## src/hw/rvDecodePkg.sv

```systemverilog
// shared widths, register identifiers and micro-op encodings for the jumbo96 decoder
// imported by every RTL stage and by the testbench reference model
package rvDecodePkg;

	typedef logic [31:0] instrWord_t;
	// bit 24 jumbo, bit 25 jumbo96, bit 26 Au
	typedef logic [27:0] jumboBits_t;
	typedef logic [6:0]  regId_t;
	typedef logic [32:0] immVal_t;
	// {condition, command}
	typedef logic [8:0]  uCmd_t;
	// {class, index}
	typedef logic [8:0]  uIxt_t;
	typedef logic [3:0]  ldOp_t;

	// internal register selectors, 0..63 are general registers
	localparam regId_t GR_SP  = 7'h0F;
	localparam regId_t GR_ZZR = 7'h40;
	localparam regId_t GR_IMM = 7'h41;
	localparam regId_t GR_BPC = 7'h42;
	localparam regId_t GR_LR  = 7'h43;
	localparam regId_t GR_GBR = 7'h44;

	// major opcodes, instr[6:2]
	localparam logic [4:0] OPC_OPIMM = 5'b00100;
	localparam logic [4:0] OPC_AUIPC = 5'b00101;
	localparam logic [4:0] OPC_OP32  = 5'b00110;
	localparam logic [4:0] OPC_AMO   = 5'b01011;
	localparam logic [4:0] OPC_LUI   = 5'b01101;
	localparam logic [4:0] OPC_JALR  = 5'b11001;
	localparam logic [4:0] OPC_JAL   = 5'b11011;

	typedef enum logic [5:0] {
		UCMD_INVOP   = 6'h00,
		UCMD_JSR     = 6'h01,
		UCMD_JMP     = 6'h02,
		UCMD_MOV_RM  = 6'h03,
		UCMD_MOV_MR  = 6'h04,
		UCMD_ALU3    = 6'h05,
		UCMD_SHADQ3  = 6'h06,
		UCMD_SHAD3   = 6'h07,
		UCMD_QMULDIV = 6'h08,
		UCMD_LEA_MR  = 6'h09,
		UCMD_MOV_IR  = 6'h0A
	} nmid_e;

	typedef enum logic [2:0] {
		FMID_Z         = 3'd0,
		FMID_INV       = 3'd1,
		FMID_REGIMMREG = 3'd2,
		FMID_IMM8REG   = 3'd3,
		FMID_PCDISP8   = 3'd4
	} fmid_e;

	typedef enum logic [3:0] {
		ITY_SB = 4'd0,
		ITY_SW = 4'd1,
		ITY_NB = 4'd2
	} ity_e;

	// branch types used by the PC-relative forms
	localparam logic [2:0] BTY_SB = 3'd0;
	localparam logic [2:0] BTY_SW = 3'd1;

	localparam logic [2:0] CC_AL   = 3'd0;
	localparam logic [2:0] UCTY_SC = 3'd0;

	// command indexes
	localparam logic [5:0] UCIX_ALU_ADD     = 6'h00;
	localparam logic [5:0] UCIX_ALU_ADDSL   = 6'h01;
	localparam logic [5:0] UCIX_ALU_SLTSQ   = 6'h02;
	localparam logic [5:0] UCIX_ALU_SLTUQ   = 6'h03;
	localparam logic [5:0] UCIX_ALU_SLTSL   = 6'h04;
	localparam logic [5:0] UCIX_ALU_SLTUL   = 6'h05;
	localparam logic [5:0] UCIX_ALU_XOR     = 6'h06;
	localparam logic [5:0] UCIX_ALU_OR      = 6'h07;
	localparam logic [5:0] UCIX_ALU_AND     = 6'h08;
	localparam logic [5:0] UCIX_SHAD_SHLD3  = 6'h10;
	localparam logic [5:0] UCIX_SHAD_SHLR3  = 6'h11;
	localparam logic [5:0] UCIX_SHAD_SHAR3  = 6'h12;
	localparam logic [5:0] UCIX_SHAD_SHLDQ3 = 6'h13;
	localparam logic [5:0] UCIX_SHAD_SHLRQ3 = 6'h14;
	localparam logic [5:0] UCIX_SHAD_SHARQ3 = 6'h15;
	localparam logic [5:0] UCIX_QMUL_MULSL  = 6'h20;
	localparam logic [5:0] UCIX_QMUL_MULHSL = 6'h21;
	localparam logic [5:0] UCIX_QMUL_MULUL  = 6'h22;
	localparam logic [5:0] UCIX_QMUL_MULHUL = 6'h23;
	localparam logic [5:0] UCIX_QMUL_DIVSL  = 6'h24;
	localparam logic [5:0] UCIX_QMUL_DIVUL  = 6'h25;
	localparam logic [5:0] UCIX_QMUL_MODSL  = 6'h26;
	localparam logic [5:0] UCIX_QMUL_MODUL  = 6'h27;
	localparam logic [5:0] UCIX_LDI_LDIX    = 6'h30;

endpackage

```

## src/hw/decodeIfs.sv

```systemverilog
// bundles passed between the decode stages
// operandIf carries mapped registers and immediates, classIf the opcode class
`timescale 1ns/1ns

interface operandIf;
	import rvDecodePkg::*;

	regId_t  regN;
	regId_t  regM;
	regId_t  regO;
	immVal_t imm12s;
	immVal_t imm12n;
	immVal_t imm16s;
	immVal_t disp20s;

	modport source (output regN, regM, regO, imm12s, imm12n, imm16s, disp20s);
	modport sink   (input  regN, regM, regO, imm12s, imm12n, imm16s, disp20s);
endinterface

interface classIf;
	import rvDecodePkg::*;

	nmid_e      nmid;
	fmid_e      fmid;
	ity_e       ity;
	logic [2:0] bty;
	logic [5:0] uCmdIx;
	ldOp_t      amoLdOp;

	modport source (output nmid, fmid, ity, bty, uCmdIx, amoLdOp);
	modport sink   (input  nmid, fmid, ity, bty, uCmdIx, amoLdOp);
endinterface

```

## src/hw/rvOperandExtract.sv

```systemverilog
// register field mapping and immediate construction for one base instruction
// the jumbo prefix widens immediates and the Au prefix extends the register bank
`timescale 1ns/1ns

module rvOperandExtract (
	input  rvDecodePkg::instrWord_t instr,
	input  rvDecodePkg::jumboBits_t jumbo,
	operandIf.source                ops
);
	import rvDecodePkg::*;

	logic    isJumbo;
	logic    isJumboAu;
	logic    extN;
	logic    extM;
	logic    extO;
	immVal_t imm12u;
	immVal_t imm12s;
	immVal_t imm16s;

	// low 4 bits of a RISC-V register number to the internal register
	function automatic regId_t mapLow(input logic [3:0] idx);
		regId_t r;
		case (idx)
			4'h0: r = GR_ZZR;
			4'h1: r = GR_LR;
			4'h2: r = GR_SP;
			4'h3: r = GR_GBR;
			4'hE: r = 7'd2;
			4'hF: r = 7'd3;
			default: r = {3'b000, idx};
		endcase
		return r;
	endfunction

	// an extension bit or the upper half of the field bypasses the table
	function automatic regId_t mapField(input logic [4:0] field, input logic ext);
		regId_t r;
		if (!field[4] && !ext)
			r = mapLow(field[3:0]);
		else
			r = {1'b0, ext, field};
		return r;
	endfunction

	assign isJumbo   = jumbo[24];
	assign isJumboAu = jumbo[24] && jumbo[26];

	// Au gives bit 5 of N, M and O
	assign extN = isJumboAu && jumbo[18];
	assign extM = isJumboAu && jumbo[19];
	assign extO = isJumboAu && jumbo[20];

	assign ops.regN = mapField(instr[11:7], extN);
	assign ops.regM = mapField(instr[19:15], extM);
	assign ops.regO = mapField(instr[24:20], extO);

	assign imm12u     = {21'h000000, instr[31:20]};
	assign ops.imm12n = {21'h1FFFFF, instr[31:20]};

	always_comb begin
		imm12s = instr[31] ? ops.imm12n : imm12u;
		if (isJumboAu)
			imm12s[21:11] = jumbo[10:0];
		else if (isJumbo)
			imm12s[31:11] = jumbo[20:0];
	end

	always_comb begin
		imm16s = {instr[31], instr[31:12], 12'h000};
		// low bits of the upper immediate come from the prefix
		if (isJumbo)
			imm16s[11:0] = {jumbo[23], jumbo[10:0]};
	end

	assign ops.imm12s = imm12s;
	assign ops.imm16s = imm16s;

	// JAL offset with the implied zero dropped
	assign ops.disp20s = isJumbo ? imm16s :
		{{14{instr[31]}}, instr[19:12], instr[20], instr[30:21]};

endmodule

```

## src/hw/rvOpClassifier.sv

```systemverilog
// opcode and funct decode into command, form, immediate type and AMO load-op
// non-RV, compressed or non-jumbo96 words collapse to the no-operand form
`timescale 1ns/1ns

module rvOpClassifier (
	input  rvDecodePkg::instrWord_t instr,
	input  rvDecodePkg::jumboBits_t jumbo,
	input  logic                    rvMode,
	classIf.source                  cls
);
	import rvDecodePkg::*;

	logic isNotFx;
	logic rdIsZero;

	assign isNotFx  = !rvMode || (instr[1:0] != 2'b11);
	assign rdIsZero = (instr[11:7] == 5'h00);

	always_comb begin
		cls.nmid    = UCMD_INVOP;
		cls.fmid    = FMID_INV;
		cls.ity     = ITY_SB;
		cls.bty     = 3'd0;
		cls.uCmdIx  = 6'h00;
		cls.amoLdOp = 4'd0;

		case (instr[6:2])
			OPC_JALR: begin
				cls.nmid = rdIsZero ? UCMD_JMP : UCMD_JSR;
				cls.fmid = FMID_REGIMMREG;
				cls.ity  = ITY_SW;
			end
			OPC_JAL: begin
				cls.nmid = rdIsZero ? UCMD_JMP : UCMD_JSR;
				cls.fmid = FMID_PCDISP8;
				cls.ity  = ITY_SW;
				cls.bty  = BTY_SW;
			end
			OPC_AUIPC: begin
				cls.nmid = UCMD_LEA_MR;
				cls.fmid = FMID_PCDISP8;
				cls.ity  = ITY_SB;
				cls.bty  = BTY_SB;
			end
			OPC_LUI: begin
				cls.nmid   = UCMD_MOV_IR;
				cls.fmid   = FMID_IMM8REG;
				cls.ity    = ITY_SB;
				cls.uCmdIx = UCIX_LDI_LDIX;
			end
			OPC_OPIMM: begin
				cls.nmid = UCMD_ALU3;
				cls.fmid = FMID_REGIMMREG;
				cls.ity  = ITY_SW;
				case (instr[14:12])
					3'b000: cls.uCmdIx = UCIX_ALU_ADD;
					3'b001: begin
						cls.nmid   = UCMD_SHADQ3;
						cls.uCmdIx = UCIX_SHAD_SHLDQ3;
					end
					3'b010: cls.uCmdIx = UCIX_ALU_SLTSQ;
					3'b011: cls.uCmdIx = UCIX_ALU_SLTUQ;
					3'b100: cls.uCmdIx = UCIX_ALU_XOR;
					3'b101: begin
						cls.nmid   = UCMD_SHADQ3;
						cls.uCmdIx = instr[30] ? UCIX_SHAD_SHARQ3 : UCIX_SHAD_SHLRQ3;
					end
					3'b110: cls.uCmdIx = UCIX_ALU_OR;
					default: cls.uCmdIx = UCIX_ALU_AND;
				endcase
			end
			OPC_OP32: begin
				cls.fmid = FMID_REGIMMREG;
				cls.ity  = ITY_SW;
				// funct7 of 0000001 selects the multiply/divide unit
				if (instr[30:25] == 6'h01) begin
					cls.nmid = UCMD_QMULDIV;
					case (instr[14:12])
						3'b000: cls.uCmdIx = UCIX_QMUL_MULSL;
						3'b001: cls.uCmdIx = UCIX_QMUL_MULHSL;
						3'b010: cls.uCmdIx = UCIX_QMUL_MULUL;
						3'b011: cls.uCmdIx = UCIX_QMUL_MULHUL;
						3'b100: cls.uCmdIx = UCIX_QMUL_DIVSL;
						3'b101: cls.uCmdIx = UCIX_QMUL_DIVUL;
						3'b110: cls.uCmdIx = UCIX_QMUL_MODSL;
						default: cls.uCmdIx = UCIX_QMUL_MODUL;
					endcase
				end else begin
					cls.nmid = UCMD_ALU3;
					case (instr[14:12])
						3'b000: cls.uCmdIx = UCIX_ALU_ADDSL;
						3'b001: begin
							cls.nmid   = UCMD_SHAD3;
							cls.uCmdIx = UCIX_SHAD_SHLD3;
						end
						3'b010: cls.uCmdIx = UCIX_ALU_SLTSL;
						3'b011: cls.uCmdIx = UCIX_ALU_SLTUL;
						3'b100: cls.uCmdIx = UCIX_ALU_XOR;
						3'b101: begin
							cls.nmid   = UCMD_SHAD3;
							cls.uCmdIx = instr[30] ? UCIX_SHAD_SHAR3 : UCIX_SHAD_SHLR3;
						end
						3'b110: cls.uCmdIx = UCIX_ALU_OR;
						default: cls.uCmdIx = UCIX_ALU_AND;
					endcase
				end
			end
			OPC_AMO: begin
				cls.nmid   = UCMD_MOV_RM;
				cls.fmid   = FMID_REGIMMREG;
				cls.ity    = ITY_NB;
				cls.bty    = instr[14:12];
				cls.uCmdIx = {instr[13:12], 1'b0, instr[14], 2'b00};
				// funct5 picks the read-modify-write operation
				case (instr[31:27])
					5'b00000: cls.amoLdOp = 4'd2;
					5'b00001: cls.amoLdOp = 4'd1;
					5'b00010: cls.nmid    = UCMD_MOV_MR;
					5'b00100: cls.amoLdOp = 4'd7;
					5'b01100: cls.amoLdOp = 4'd5;
					5'b01000: cls.amoLdOp = 4'd6;
					default:  cls.amoLdOp = 4'd0;
				endcase
				if (instr[26])
					cls.amoLdOp[3] = 1'b1;
			end
			default: begin
			end
		endcase

		if (isNotFx || !jumbo[25]) begin
			cls.fmid = FMID_Z;
			cls.ity  = ITY_SB;
		end
	end

endmodule

```

## src/hw/rvFormRouter.sv

```systemverilog
// picks register selectors, immediate and command words for the decoded form
// purely combinational, feeds the result registers of the top level
`timescale 1ns/1ns

module rvFormRouter (
	operandIf.sink              ops,
	classIf.sink                cls,
	output rvDecodePkg::regId_t regN,
	output rvDecodePkg::regId_t regM,
	output rvDecodePkg::regId_t regO,
	output rvDecodePkg::regId_t regP,
	output rvDecodePkg::immVal_t imm,
	output rvDecodePkg::uCmd_t  uCmd,
	output rvDecodePkg::uIxt_t  uIxt,
	output rvDecodePkg::ldOp_t  ldOp
);
	import rvDecodePkg::*;

	always_comb begin
		regN = GR_ZZR;
		regM = GR_ZZR;
		regO = GR_ZZR;
		regP = GR_ZZR;
		imm  = '0;
		uCmd = {CC_AL, cls.nmid};
		uIxt = {UCTY_SC, cls.uCmdIx};
		ldOp = 4'd0;

		case (cls.fmid)
			FMID_INV: begin
				uCmd = {CC_AL, UCMD_INVOP};
			end
			FMID_REGIMMREG: begin
				regN = ops.regN;
				regP = ops.regN;
				regM = ops.regM;
				regO = GR_IMM;
				case (cls.ity)
					ITY_SW: imm = ops.imm12s;
					// AMO: address in M, store data in P
					ITY_NB: begin
						regO = GR_ZZR;
						regP = ops.regO;
						ldOp = cls.amoLdOp;
					end
					default: begin
					end
				endcase
			end
			FMID_IMM8REG: begin
				regN = ops.regN;
				regM = ops.regN;
				regP = ops.regN;
				regO = GR_IMM;
				imm  = ops.imm16s;
			end
			FMID_PCDISP8: begin
				regN = ops.regN;
				regP = ops.regN;
				regM = GR_BPC;
				regO = GR_IMM;
				uIxt = {UCTY_SC, cls.bty[1:0], 1'b0, cls.bty};
				if (cls.ity == ITY_SW)
					imm = ops.disp20s;
				else
					imm = ops.imm16s;
			end
			default: begin
				// form Z leaves every selector at ZZR
			end
		endcase
	end

endmodule

```

## src/hw/rvJumboDecoder.sv

```systemverilog
// jumbo96 RISC-V decoder with a four-phase req/ack handshake
// one request in flight, ack rises with the registered micro-op and holds until req falls
`timescale 1ns/1ns

module rvJumboDecoder (
	input  logic                    clock,
	input  logic                    rst,
	input  logic                    req,
	input  logic                    rvMode,
	input  rvDecodePkg::instrWord_t instr,
	input  rvDecodePkg::jumboBits_t jumbo,
	output logic                    ack,
	output rvDecodePkg::regId_t     regN,
	output rvDecodePkg::regId_t     regM,
	output rvDecodePkg::regId_t     regO,
	output rvDecodePkg::regId_t     regP,
	output rvDecodePkg::immVal_t    imm,
	output rvDecodePkg::uCmd_t      uCmd,
	output rvDecodePkg::uIxt_t      uIxt,
	output rvDecodePkg::ldOp_t      ldOp
);
	import rvDecodePkg::*;

	typedef enum logic [1:0] {
		ST_IDLE,
		ST_DECODE,
		ST_HOLD
	} state_e;

	state_e     state;
	instrWord_t instrQ;
	jumboBits_t jumboQ;
	logic       rvModeQ;
	regId_t     nextN;
	regId_t     nextM;
	regId_t     nextO;
	regId_t     nextP;
	immVal_t    nextImm;
	uCmd_t      nextCmd;
	uIxt_t      nextIxt;
	ldOp_t      nextLdOp;

	operandIf opsBus ();
	classIf   clsBus ();

	rvOperandExtract i_rvOperandExtract (
		.instr (instrQ),
		.jumbo (jumboQ),
		.ops   (opsBus)
	);

	rvOpClassifier i_rvOpClassifier (
		.instr  (instrQ),
		.jumbo  (jumboQ),
		.rvMode (rvModeQ),
		.cls    (clsBus)
	);

	rvFormRouter i_rvFormRouter (
		.ops  (opsBus),
		.cls  (clsBus),
		.regN (nextN),
		.regM (nextM),
		.regO (nextO),
		.regP (nextP),
		.imm  (nextImm),
		.uCmd (nextCmd),
		.uIxt (nextIxt),
		.ldOp (nextLdOp)
	);

	// capture once per request
	always_ff @(posedge clock) begin
		if (state == ST_IDLE && req) begin
			instrQ  <= instr;
			jumboQ  <= jumbo;
			rvModeQ <= rvMode;
		end
	end

	always_ff @(posedge clock) begin
		if (rst) begin
			state <= ST_IDLE;
		end else begin
			case (state)
				ST_IDLE:   if (req) state <= ST_DECODE;
				ST_DECODE: state <= ST_HOLD;
				// wait for the requester to drop req
				ST_HOLD:   if (!req) state <= ST_IDLE;
				default:   state <= ST_IDLE;
			endcase
		end
	end

	// results load together with the rise of ack
	always_ff @(posedge clock) begin
		if (rst) begin
			regN <= '0;
			regM <= '0;
			regO <= '0;
			regP <= '0;
			imm  <= '0;
			uCmd <= '0;
			uIxt <= '0;
			ldOp <= '0;
		end else if (state == ST_DECODE) begin
			regN <= nextN;
			regM <= nextM;
			regO <= nextO;
			regP <= nextP;
			imm  <= nextImm;
			uCmd <= nextCmd;
			uIxt <= nextIxt;
			ldOp <= nextLdOp;
		end
	end

	assign ack = (state == ST_HOLD);

endmodule

```

## config.mk

```make
export PLATFORM = sky130hd
export DESIGN_NAME = rvJumboDecoder
export DESIGN_NICKNAME = d
export VERILOG_FILES = /design/src/hw/rvDecodePkg.sv /design/src/hw/decodeIfs.sv /design/src/hw/rvOperandExtract.sv /design/src/hw/rvOpClassifier.sv /design/src/hw/rvFormRouter.sv /design/src/hw/rvJumboDecoder.sv
export SDC_FILE = /design/constraint.sdc
export NUM_CORES = 1
export LEC_CHECK = 0
export BUFFER_PORTS_ARGS = -buffer_cell sky130_fd_sc_hd__buf_2
export CORE_ASPECT_RATIO = 1.2
export CORE_MARGIN = 8
export CORE_UTILIZATION = 56
export DETAILED_ROUTE_END_ITERATION = 6
export HOLD_SLACK_MARGIN = 0.08
export PLACE_DENSITY = 0.77
export SETUP_SLACK_MARGIN = 0.4
export SYNTH_ARGS = -nofsm -noshare
export SYNTH_HDL_FRONTEND = slang
export SYNTH_HIERARCHICAL = 1
export SYNTH_SLANG_ARGS = --single-unit
```

## constraint.sdc

```tcl
create_clock -name clock -period 7.7 [get_ports clock]
set_input_delay 1.54 -clock clock [delete_from_list [all_inputs] [get_ports clock]]
set_output_delay 1.54 -clock clock [all_outputs]
set_load 0.03 [all_outputs]
```

; Yosys cells after proc, flatten, opt, wreduce, memory -nomap -nowiden
; Index checks and enable logic that the tools add are counted.
[classes]
n_eq_ne = 45
n_mux = 49
n_reduce_logical = 33
[op_table]
columns = cell, count
row1 = 7-bit case mux with 6 select lines, 3
row2 = 33-bit case mux with 3 select lines, 1
row3 = 6-bit case mux with 7 select lines, 2
row4 = 33-bit 2-to-1 mux, 2
row5 = 31-bit 2-to-1 mux, 2
row6 = 6-bit case mux with 6 select lines, 1
row7 = 7-bit 2-to-1 mux, 5
row8 = 7-bit case mux with 2 select lines, 2
row9 = 4-bit by 2-bit == test with 1-bit output (second input constant), 6
row10 = 4-bit == test (second input constant), 6
row11 = 6-bit 2-to-1 mux, 4
row12 = 6-bit case mux with 4 select lines, 1
row13 = 21-bit 2-to-1 mux, 1
row14 = 3-bit case mux with 7 select lines, 1
row15 = 7-bit case mux with 3 select lines, 1
row16 = 5-bit by 3-bit == test with 1-bit output (second input constant), 4
row17 = 5-bit by 4-bit == test with 1-bit output (second input constant), 4
row18 = 3-bit case mux with 5 select lines, 1
row19 = 2-bit 2-to-1 mux, 7
row20 = 3-bit by 2-bit == test with 1-bit output (second input constant), 4
row21 = 3-bit == test (second input constant), 4
row22 = 4-bit by 1-bit == test with 1-bit output (second input constant), 3
row23 = 4-bit logical NOT, 3
row24 = 12-bit 2-to-1 mux, 1
row25 = 27 further kinds, 58
[word_totals]
ff_bits = 145
in_bits = 64
output_inout_bits = 84
word_cells = 139

; Depth between registers and ports, before layout
; Gate-level depths: netlist of the first run.
[logic_depth]
word_depth = 7
depth_mapped = 12
ltp_nobuf = 9

; By module
; Netlist of the first run, hierarchy kept.
[modules_own_cells]
columns = module, n_inst, cells_per_inst, area_each_um2, seq_area_each_um2
row1 = rvJumboDecoder, 1, 448, 6065.8, 3533.4
row2 = rvOperandExtract, 1, 231, 1402.6, 0.0
row3 = rvFormRouter, 1, 167, 1253.7, 0.0
row4 = rvOpClassifier, 1, 96, 585.6, 0.0

; Worst setup path after synthesis of the first run
; Ideal clock, no wire load.
[synth_timing]
path_kind = input to register
start = input port req
end = register instrQ[0], enable pin
setup_time_ns = 0.480
arrival_time_ns = 4.172
t_required_ns = 7.220
path_slack_ns = 3.048
cell_stages = 2
n_path_buf = 0
path_cell_list = nand2b_1 nor2_1
[synth_via]
elab_chain_cells = 1
[synth_lines]
columns = item, line_no
row1 = start: declaration, rvJumboDecoder.sv:8  ; input logic req,
row2 = 1-bit logical AND, rvJumboDecoder.sv:74  ; if (state == ST_IDLE && req) begin
row3 = end signal: assignment, rvJumboDecoder.sv:75  ; instrQ <= instr;
row4 = end: declaration, rvJumboDecoder.sv:31  ; instrWord_t instrQ;
; No other way between the ends.
; A chain may end at the register's enable or synchronous reset.

; Worst setup path after layout of the first run
[layout_timing]
start = register instrQ[6]
end = register imm[8]
[layout_via]
elab_cells_between_ends = 21
classes_between = 11 x eq/ne / 7 x mux / 3 x reduce/logical
[layout_lines]
columns = item, line_no
row1 = "5-bit == test, or another cell as far along", rvOpClassifier.sv:27  ; case (instr[6:2])
row2 = 4-bit OR reduction (no source line) or 2-bit OR reduction (tied branches), --
row3 = 3-bit case mux with 3 select lines *, rvOpClassifier.sv:27
row4 = 3-bit 2-to-1 mux *, rvOpClassifier.sv:131  ; if (isNotFx || !jumbo[25]) begin
row5 = via clsBus.fmid[1], decodeIfs.sv:24  ; fmid_e fmid;
row6 = 3-bit == test or 3-bit by 2-bit == test with 1-bit output (tied branches), rvFormRouter.sv:29  ; case (cls.fmid)
row7 = 33-bit case mux with 3 select lines *, rvFormRouter.sv:29
row8 = via nextImm[8], rvJumboDecoder.sv:38  ; immVal_t nextImm;
row9 = end signal: assignment, rvJumboDecoder.sv:111  ; imm <= nextImm;
row10 = end: declaration, rvJumboDecoder.sv:17  ; output rvDecodePkg::immVal_t imm,
; Mark *: on every way through the listed nets, which the timed path passes. The rest lies on a longest branch.

==> key figures, run 1 <==
Status
  – Status: finished, violations left
  – Failing checks: design-rule violations

Global routing
  – Met1 usage: a little over a quarter
  – GRT Residual Overflow: 0
  – Met3 GRT Util: about 5.7%
  – First-pass GRT wire length: 35.73 mm
  – Vias in the first global route: around 6.7k
  – Met2 Usage GRT: a little over a third
  – Initial antenna violation count: 0
  – Layer carrying the most global-route usage: met2
  – Largest net degree at the start of global routing: roughly 170
  – Total GRT Usage: between 20% and 30%

Detailed routing
  – Vias per inst: 5.878
  – Iter 0 DRT Violations: 773
  – Vias: slightly below 7k
  – Post-DRT Antenna Nets: 0
  – Residual DRC: 2
  – Post-Route WL: about 22 mm
  – First-pass iteration count of the detailed router: 7
  – WL per Instance: about 19 um

Finish
  – Fillers: around 1.4k
  – Layout cells sized above 1: 29.51%
  – Finished Layout Cells: about 1.2k
  – Post-layout util: 62.46%
  – N_diodes: 0
  – Multi-input logic area: between 4000 and 5000 sq um
  – Nets: between 1k and 1.5k
  – Sequential cell area: around 3400 sq um
  – Area grow syn2layout: 8.945%
  – Commonest cells after routing, fill and taps aside: buf_2 (143), nand2b_1 (92), nand4bb_1 (83), dfxtp_1 (83), o21ai_2 (71)
  – Most common cell after layout, fill and taps aside: buf_2

Clock network
  – Setup bufs post-CTS: 0
  – Hold buffer count at CTS: 0
  – Clock sink total: 143
  – CTS buffer count: 17
  – Post-cts sizing count: 0
  – CTS tree: built
  – Clk Latency, worst-skew pair: 0.43 ns
  – Max Root-Sink Buffers: 2
  – Register clock-pin slew on the reported worst setup and hold paths: 0.06 ns
  – CTS Root Cell: clkbuf_16
  – CTS H-tree lvls: 4

Die
  – Core area: approximately 16,000 sq um
  – Die Width: 131.5 um
  – Num ports: between 100 and 150
  – # rows: 50
  – Starting density of the core: 57.33%
  – Die Height: between 150 and 200 um
  – Die area: roughly 20,000 sq um

STA
  – Final hold vios: 0
  – Final setup fails: 0
  – Final TNS setup: 0 ns
  – Top achievable clock speed: around 270 MHz
  – RSZ-0062 raised after global routing: no
  – Min Tclk post-route: between 3 and 4 ns
  – Max Slew Vio Count: 0
  – Slew @ Worst Pin: around 1.3 ns
  – Max_slew headroom: 14.97%
  – Worst Setup Slack, final: 3.995 ns
  – Clock Skews: approximately 0.012 ns
  – Final period util: about 48%

Critical path
  – Worst EP required: around 8.1 ns
  – R2R cell count: 8
  – CP Capture Type: flip-flop
  – Crit Path Max Fanout: 32
  – CP arrival: 4.06 ns
  – CP startpoint: instrQ[6]
  – Crit path kind: reg -> reg
  – CP Launch Type: flip-flop
  – R2r startpoint: instrQ[6]

Placement
  – # port buffers: 144
  – DP Worst Slack: a little over 4 ns
  – Post-DP HPWL: 14.29 mm
  – RePlAce Congestion: 0.8937
  – Placed instance count: ~1.1k

Min path
  – HP Class: reg -> reg
  – Min-delay src: uIxt[1]
  – Hold depth: 2

Power
  – Peak VDD IR: roughly 0.19 mV
  – Lkg Pwr: roughly 4.0 nW
  – Pwr dens: roughly 190 nW/um^2

Synth
  – Post-Synthesis Cell Area: about 9000 sq um
  – Synth warn: 6
  – Cells after synthesis: roughly 910
  – Syn avg cell area: roughly 9.9 sq um

Run
  – Max-Cap Viols: 0
==> report_power, final <==
| group | leakage [nW] | switching, mW | total (mW) | internal, mW |
|---|---|---|---|---|
| Combinational | 2.48 | 0.116 | 0.192 | 0.0759 |
| Clock | 0.282 | 0.323 | 0.838 | 0.515 |
| Sequential | 1.24 | 0.0377 | 0.859 | 0.821 |
| Total | 4.01 | 0.477 | 1.89 | 1.41 |
==> area by class of cell <==
| type | count | area share (%) |
|---|---|---|
| Multi-Input combinational cell | 617 | 47.00 |
| Sequential cell | 143 | 35.28 |
| Timing Repair Buffer | 153 | 8.095 |
| Clock buffer | 21 | 4.611 |
| Tap cell | 208 | 2.664 |
| Clock inverter | 11 | 1.435 |
| Inverter | 24 | 0.9222 |
==> stage by stage <==
stage	hold WS, ns	cell area [sq um]	power, mW
floorplan	0.5900	9015	1.039
global placement	0.4519	9178	1.060
detailed placement	0.4510	9178	1.063
CTS	0.4628	9768	1.898
global route	0.4880	9768	1.948
finish	0.4578	9768	1.889
==> worst max-delay path, cell delays in order, from the launching register on <==
cell and delay (ns):
edfxtp_1 0.52, nand2b_1 0.29, nand2b_1 0.31, a21oi_1 0.42, nand2b_1 0.37, nor3_4 1.10, a221o_1 0.35, nand4bb_1 0.16
o21ai_2 0.10
==> metal layers <==
metal	up-vias	routed length, um
met5	-	0
met4	0	444
met3	34	1507
met2	268	10780
met1	3282	9632
li1	3334	-
==> flip-flops by register name (all words and copies together), names as in the netlist <==
register,cells
rvModeQ,1
jumboQ,25
ldOp,4
regM,7
state,2
regN,7
uIxt,9
regP,7
instrQ,32
uCmd,9
imm,33
regO,7
==> final timing paths <==
path             end  slack [ns]
max reg2reg   imm[8]        3.99
max           imm[8]        3.99
min          uIxt[1]        0.46
min reg2reg  uIxt[1]        0.46
No activity file was read; power rests on OpenSTA's default activity.
==> run 2: changes to the inputs <==
clock period = 3.6 ns   (was 7.7 ns; I/O delays follow)
==> run 2 against run 1 <==
Via count increased by 0.87%. Critical path depth unchanged. Largest power group is now the clock network. Hold slack improved by 0.0030 ns. Critical endpoint is now imm[14]. The flow now finishes without violations. Fmax increased by 23%. Worst setup slack got worse by 3.4 ns. Register-to-register slack got worse by 3.4 ns. Non-clock buffer count increased by 6. First-iteration DRC count increased by 4.3%. Clock skew decreased by 0.0051 ns.
==> key figures, run 2 (same netlist as run 1, synthesis figures left out) <==
Status
  – Status: finished, final reports clean (was finished, violations left)

STA
  – Final period util: 83.97% (was 48.12%)
  – Top achievable clock speed: 330.8 MHz (was 269.9 MHz)
  – Max_slew headroom: 43.09% (was 14.97%)
  – Min Tclk post-route: 3.023 ns (was 3.705 ns)
  – Final TNS setup: 0 ns (unchanged)
  – Clock Skews: 0.007138 ns (was 0.01225 ns)
  – Max Slew Vio Count: 0 (unchanged)
  – Final setup fails: 0 (unchanged)
  – Slew @ Worst Pin: 0.8517 ns (was 1.271 ns)
  – Final hold vios: 0 (unchanged)
  – RSZ-0062 raised after global routing: no (unchanged)

Detailed routing
  – WL per Instance: 18.81 um (was 19.00 um)
  – Post-DRT Antenna Nets: 0 (unchanged)
  – First-pass iteration count of the detailed router: 5 (was 7)
  – Vias: 6,978 (was 6,918)
  – Residual DRC: 0 (was 2)
  – Post-Route WL: 22.27 mm (was 22.36 mm)
  – Iter 0 DRT Violations: 806 (was 773)
  – Vias per inst: 5.894 (was 5.878)

Clock network
  – Clock sink total: 143 (unchanged)
  – CTS buffer count: 17 (unchanged)
  – Hold buffer count at CTS: 0 (unchanged)
  – CTS tree: built (unchanged)
  – Clk Latency, worst-skew pair: 0.42 ns (was 0.43 ns)
  – CTS H-tree lvls: 4 (unchanged)
  – Register clock-pin slew on the reported worst setup and hold paths: 0.06 ns (about the same)
  – CTS Root Cell: clkbuf_16 (unchanged)
  – Max Root-Sink Buffers: 2 (unchanged)

Power
  – Switching share of power: 23.78% (was 25.25%)
  – Logic pwr share: 10.1% (was 10.2%)
  – Pwr dens: 421.5 nW/um^2 (was 193.4 nW/um^2)
  – Lkg Pwr: 4.086 nW (was 4.006 nW)
  – Int Power: 3.191 mW (was 1.412 mW)
  – Psw: 995.3 uW (was 477.0 uW)
  – Clock share of power: 46.1% (was 44.4%)
  – Sequential share of power: 43.8% (was 45.5%)
  – Peak VDD IR: 0.4383 mV (was 0.1920 mV)

Critical path
  – Most frequent CP cell: nand2b_1 (unchanged)
  – CP Capture Type: flip-flop (unchanged)
  – Crit path kind: reg -> reg (unchanged)
  – Cell Chain, Critical Path: nand2b_1 -> nand2b_1 -> a21oi_1 -> or4b_4 -> nor3_4 -> a221o_1 -> nand4bb_1 -> o21ai_2 (was nand2b_1 -> nand2b_1 -> a21oi_1 -> nand2b_1 -> nor3_4 -> a221o_1 -> nand4bb_1 -> o21ai_2)
  – R2R cell count: 8 (unchanged)
  – Reg2reg setup slack: 0.58 ns (was 3.99 ns)
  – Critical-path top delay cell: or4b_4 (was nor3_4)
  – Largest stage delay, worst path: 0.57 ns (was 1.10 ns)
  – Crit Path Max Fanout: 16 (was 32)
  – R2r startpoint: instrQ[4] (was instrQ[6])
  – CP Launch Type: flip-flop (unchanged)
  – Worst EP required: 3.95 ns (was 8.06 ns)
  – RR Endpoint: imm[14] (was imm[8])
  – CP arrival: 3.37 ns (was 4.06 ns)

Finish
  – Biggest register: imm (unchanged)
  – Top Registers: imm x33, instrQ x32, jumboQ x25 (unchanged)
  – Nets: 1,027 (was 1,020)
  – Fillers: 1,290 (was 1,385)
  – Commonest cells after routing, fill and taps aside: buf_2 (143), nand2b_1 (92), nand4bb_1 (83), dfxtp_1 (83), o21ai_2 (71) (unchanged)
  – Most common cell after layout, fill and taps aside: buf_2 (unchanged)
  – Post-layout util: 63.50% (was 62.46%)
  – Largest register FFs: 33 (unchanged)
  – Area grow syn2layout: 10.77% (was 8.945%)
  – N_diodes: 0 (unchanged)
  – Layout cells sized above 1: 30.12% (was 29.51%)

Min path
  – Hold depth: 2 (unchanged)
  – HP Class: reg -> reg (unchanged)
  – Min-delay src: imm[32] (was uIxt[1])
  – Worst min-delay path endpoint: imm[32] (was uIxt[1])

Die
  – # rows: 50 (unchanged)
  – Starting density of the core: 57.33% (unchanged)
  – Core area: 15,640 sq um (unchanged)
  – Die area: 20,330 sq um (unchanged)
  – Num ports: 148 (unchanged)
  – Die Width: 131.5 um (unchanged)
  – Die Height: 154.6 um (unchanged)

Placement
  – Post-DP HPWL: 14.75 mm (was 14.29 mm)
  – # port buffers: 144 (unchanged)
  – RePlAce Congestion: 0.8854 (was 0.8937)

Global routing
  – First-pass GRT wire length: 35.70 mm (was 35.73 mm)
  – Total GRT Usage: 21.61% (was 21.47%)
  – GRT Residual Overflow: 0 (unchanged)
  – Largest net degree at the start of global routing: 88 (was 169)
  – Vias in the first global route: 6,645 (was 6,708)
  – Initial antenna violation count: 0 (unchanged)

Run
  – Max-Cap Viols: 0 (unchanged)
==> run 2: worst max-delay path by stage <==
stage                          from   endpoint  slack (ns)  depth (start not counted)
after global routing      instrQ[4]     imm[6]        0.42                          8
after detailed placement  instrQ[4]    imm[15]        0.28                          8
after CTS                 instrQ[6]    imm[14]        0.51                          8
final                     instrQ[4]    imm[14]        0.58                          8
after global placement    instrQ[4]    imm[15]        0.31                          8
after floorplan            state[0]  instrQ[0]        0.84                          4
==> run 2: layout make-up <==
| cell class | count | area (sq um) | area share (%) |
|---|---|---|---|
| repair buffers | 159 | 873.3 | 8.793 |
| clock buffers | 22 | 464.2 | 4.674 |
| multi-input cells | 618 | 4614 | 46.46 |
| clock inverters | 10 | 183.9 | 1.852 |
| flip-flops and latches | 143 | 3446 | 34.69 |
| inverters | 24 | 90.09 | 0.9070 |
| well taps | 208 | 260.3 | 2.620 |
==> run 2: repair_timing <==
item	in CTS	in global routing
setup buffers	0	0
gates resized for setup	1	1
setup endpoints to repair	32	32
cloned	1	0
pin swaps	1	2
endpoints found under the hold margin	0	0
==> run 2: layer usage <==
metal  wire length (um)  track usage, %  up-vias  part of all wire [%]
met5                  0               0        -                     0
met4                446           8.219        0                   2.0
met3               1451           5.736       32                   6.5
met2              10840           34.91      263                    49
met1               9534           27.13     3325                    43
li1                   -               -     3358                     -
==> run 2: stage by stage <==
stage          worst slack [ns]  power (mW)  area [sq um]  instances  hold slack (ns)
5_1_grt                  0.4217       4.332          9932       1184           0.4480
4_1_cts                  0.5148       4.213          9925       1184           0.4497
6_report                 0.5772       4.186          9932       1184           0.4608
2_1_floorplan            0.8412       2.222          9017        918           0.5900
3_5_place_dp             0.2790       2.281          9260       1151           0.4525
3_3_place_gp             0.3088       2.273          9260       1151           0.4514
==> run 2: power groups by stage <==
stage / Combinational, mW / Clock [mW] / Sequential, mW
floorplan: 0.367 / 0 / 1.85
detailed placement: 0.415 / 0 / 1.87
global route: 0.457 / 2.03 / 1.84
global placement: 0.409 / 0 / 1.86
CTS: 0.417 / 1.96 / 1.83
finish: 0.421 / 1.93 / 1.83
==> run 2: worst max-delay path, delay by kind of cell (launching register included) <==
kind	cells	cell delay, ns
AOI/OAI and AO/OA	3	0.71
and+or+nand+nor	5	1.79
DFF	1	0.46
==> run 3: changes to the inputs <==
ABC_AREA = 1   (was default)
clock period = 3.1 ns   (was 3.6 ns; I/O delays follow)
==> run 3 against run 2 <==
Total power grew 22%. Area after synthesis up 2.3%. Clock skew up 0.0043 ns. Global-route usage grew 1.5 points. Synthesized cell count is 59% higher. Sequential power increased by 20%. Fmax grew 19%. Utilization hardly changed. Cell area rose by 3.1%. Flip-flop and latch count did not move. Routed wire length rose by 7.5%. Critical endpoint is now imm[11].
==> key figures, run 3 <==
Finish
  – Largest register FFs: 33 (unchanged)
  – Layout cells sized above 1: 16.15% (was 30.12%)
  – Post-layout util: 63.46% (was 63.50%)
  – N_diodes: 0 (unchanged)
  – Nets: 1,574 (was 1,027)
  – Top Registers: imm x33, instrQ x32, jumboQ x25 (unchanged)
  – Commonest cells after routing, fill and taps aside: nand2_1 (328), nor2_1 (288), inv_1 (227), nand3_1 (204), buf_2 (144) (was buf_2 (143), nand2b_1 (92), nand4bb_1 (83), dfxtp_1 (83), o21ai_2 (71))
  – Fillers: 1,533 (was 1,290)
  – Finished Layout Cells: 1,735 (was 1,184)
  – Area grow syn2layout: 11.67% (was 10.77%)
  – Biggest register: imm (unchanged)
  – Most common cell after layout, fill and taps aside: nand2_1 (was buf_2)

STA
  – Min Tclk post-route: 2.543 ns (was 3.023 ns)
  – Final TNS setup: 0 ns (unchanged)
  – Final hold vios: 0 (unchanged)
  – Max Slew Vio Count: 0 (unchanged)
  – Final setup fails: 0 (unchanged)
  – Clock Skews: 0.01144 ns (was 0.007138 ns)
  – Top achievable clock speed: 393.3 MHz (was 330.8 MHz)
  – Max_slew headroom: 49.22% (was 43.09%)
  – Slew @ Worst Pin: 0.7599 ns (was 0.8517 ns)
  – Final period util: 82.02% (was 83.97%)
  – RSZ-0062 raised after global routing: no (unchanged)

Synth
  – Cells after synthesis: 1,441 (was 905)
  – Post-Synthesis Cell Area: 9174 sq um (was 8966 sq um)
  – Syn avg cell area: 6.366 sq um (was 9.907 sq um)
  – Synth warn: 6 (unchanged)

Die
  – # rows: 51 (was 50)
  – Core area: 16,140 sq um (was 15,640 sq um)
  – Starting density of the core: 56.82% (was 57.33%)
  – Num ports: 148 (unchanged)
  – Die area: 20,750 sq um (was 20,330 sq um)
  – Die Height: 156.2 um (was 154.6 um)
  – Die Width: 132.8 um (was 131.5 um)

Min path
  – HP Class: in -> reg (was reg -> reg)
  – Hold depth: 1 (was 2)

Placement
  – Placed instance count: 1,698 (was 1,151)
  – Post-DP HPWL: 16.94 mm (was 14.75 mm)
  – RePlAce Congestion: 0.9335 (was 0.8854)
  – # port buffers: 144 (unchanged)

Detailed routing
  – Vias: 8,747 (was 6,978)
  – Vias per inst: 5.041 (was 5.894)
  – WL per Instance: 13.80 um (was 18.81 um)
  – Post-Route WL: 23.95 mm (was 22.27 mm)
  – Post-DRT Antenna Nets: 0 (unchanged)
  – First-pass iteration count of the detailed router: 5 (unchanged)
  – Residual DRC: 0 (unchanged)
  – Iter 0 DRT Violations: 917 (was 806)

Power
  – Pwr dens: 500.5 nW/um^2 (was 421.5 nW/um^2)
  – Peak VDD IR: 0.3505 mV (was 0.4383 mV)
  – Lkg Pwr: 5.120 nW (was 4.086 nW)

Clock network
  – Clock sink total: 143 (unchanged)
  – Max Root-Sink Buffers: 2 (unchanged)
  – CTS H-tree lvls: 4 (unchanged)
  – CTS tree: built (unchanged)
  – Register clock-pin slew on the reported worst setup and hold paths: 0.06 ns (about the same)
  – CTS Root Cell: clkbuf_16 (unchanged)
  – Clk Latency, worst-skew pair: 0.42 ns (about the same)
  – CTS buffer count: 17 (unchanged)
  – Hold buffer count at CTS: 0 (unchanged)

Critical path
  – CP arrival: 2.89 ns (was 3.37 ns)
  – CP Capture Type: flip-flop (unchanged)
  – R2R cell count: 13 (was 8)
  – CP Launch Type: flip-flop (unchanged)
  – Crit Path Max Fanout: 10 (was 16)
  – Worst EP required: 3.45 ns (was 3.95 ns)
  – Crit path kind: reg -> reg (unchanged)

Global routing
  – GRT Residual Overflow: 0 (unchanged)
  – Vias in the first global route: 8,102 (was 6,645)
  – Largest net degree at the start of global routing: 76 (was 88)
  – First-pass GRT wire length: 39.23 mm (was 35.70 mm)
  – Initial antenna violation count: 0 (unchanged)
  – Total GRT Usage: 23.09% (was 21.61%)

Run
  – Max-Cap Viols: 0 (unchanged)

Status
  – Status: finished, final reports clean (unchanged)
run 3: report_power, final:
group          switching, mW  total (mW)  internal, mW
Clock                  0.837        2.10          1.26
Combinational          0.579       0.829         0.250
Sequential            0.0977        2.20          2.10
run 3: stage by stage:
step	instance area (sq um)	hold slack [ns]	power (mW)	worst slack, ns
detailed placement	9527	0.4649	3.057	0.4476
global placement	9527	0.4555	3.040	0.4628
finish	10240	0.3679	5.128	0.5573
floorplan	9225	0.4861	2.887	0.4984
global route	10240	0.3543	5.361	0.4006
CTS	10140	0.3509	5.163	0.4072
run 3: cell type report:
cell class / instances / area (sq um) / area share (%)
Clock buffer: 21 / 503.0 / 4.910
Tap cell: 212 / 265.3 / 2.589
Sequential cell: 143 / 3445 / 33.62
Multi-Input combinational cell: 946 / 4120 / 40.22
Inverter: 241 / 913.4 / 8.916
Timing Repair Buffer: 161 / 884.6 / 8.635
Clock inverter: 11 / 113.9 / 1.111
run 3: worst paths after layout:
kind | slack (ns) | startpoint | endpoint
worst max-delay path | 0.56 | instrQ[2] | imm[11]
worst min-delay path | 0.37 | instr[2] | instrQ[2]
worst max register to register | 0.56 | instrQ[2] | imm[11]
worst min register to register | 0.47 | ldOp[3] | ldOp[3]
run 3: timing repair:
| action | CTS | global route |
|---|---|---|
| buffers inserted | 0 | 5 |
| endpoints found under the setup margin | 0 | 59 |
| gates resized for setup | 0 | 17 |
run 3: critical path: stages, from the launching register on:
cell and delay [ns]:
edfxtp_1 0.41, buf_4 0.14, nand2_2 0.05, nor3_4 0.30
nor2_1 0.12, a21oi_2 0.28, nand3_2 0.28, inv_1 0.33
nand2_1 0.09, nand3_1 0.15, inv_1 0.05, nand3_1 0.09
nand2_1 0.07, nor2_1 0.09
run 3: metal layers:
layer | share of wire [%] | routed length, um | track usage, % | up-vias
li1 | - | - | - | 4467
met1 | 44 | 10600 | 29.36 | 3905
met2 | 47 | 11190 | 37.61 | 345
met3 | 7.3 | 1755 | 5.155 | 30
met4 | 1.7 | 404 | 8.451 | 0
met5 | 0 | 0 | 0 | -
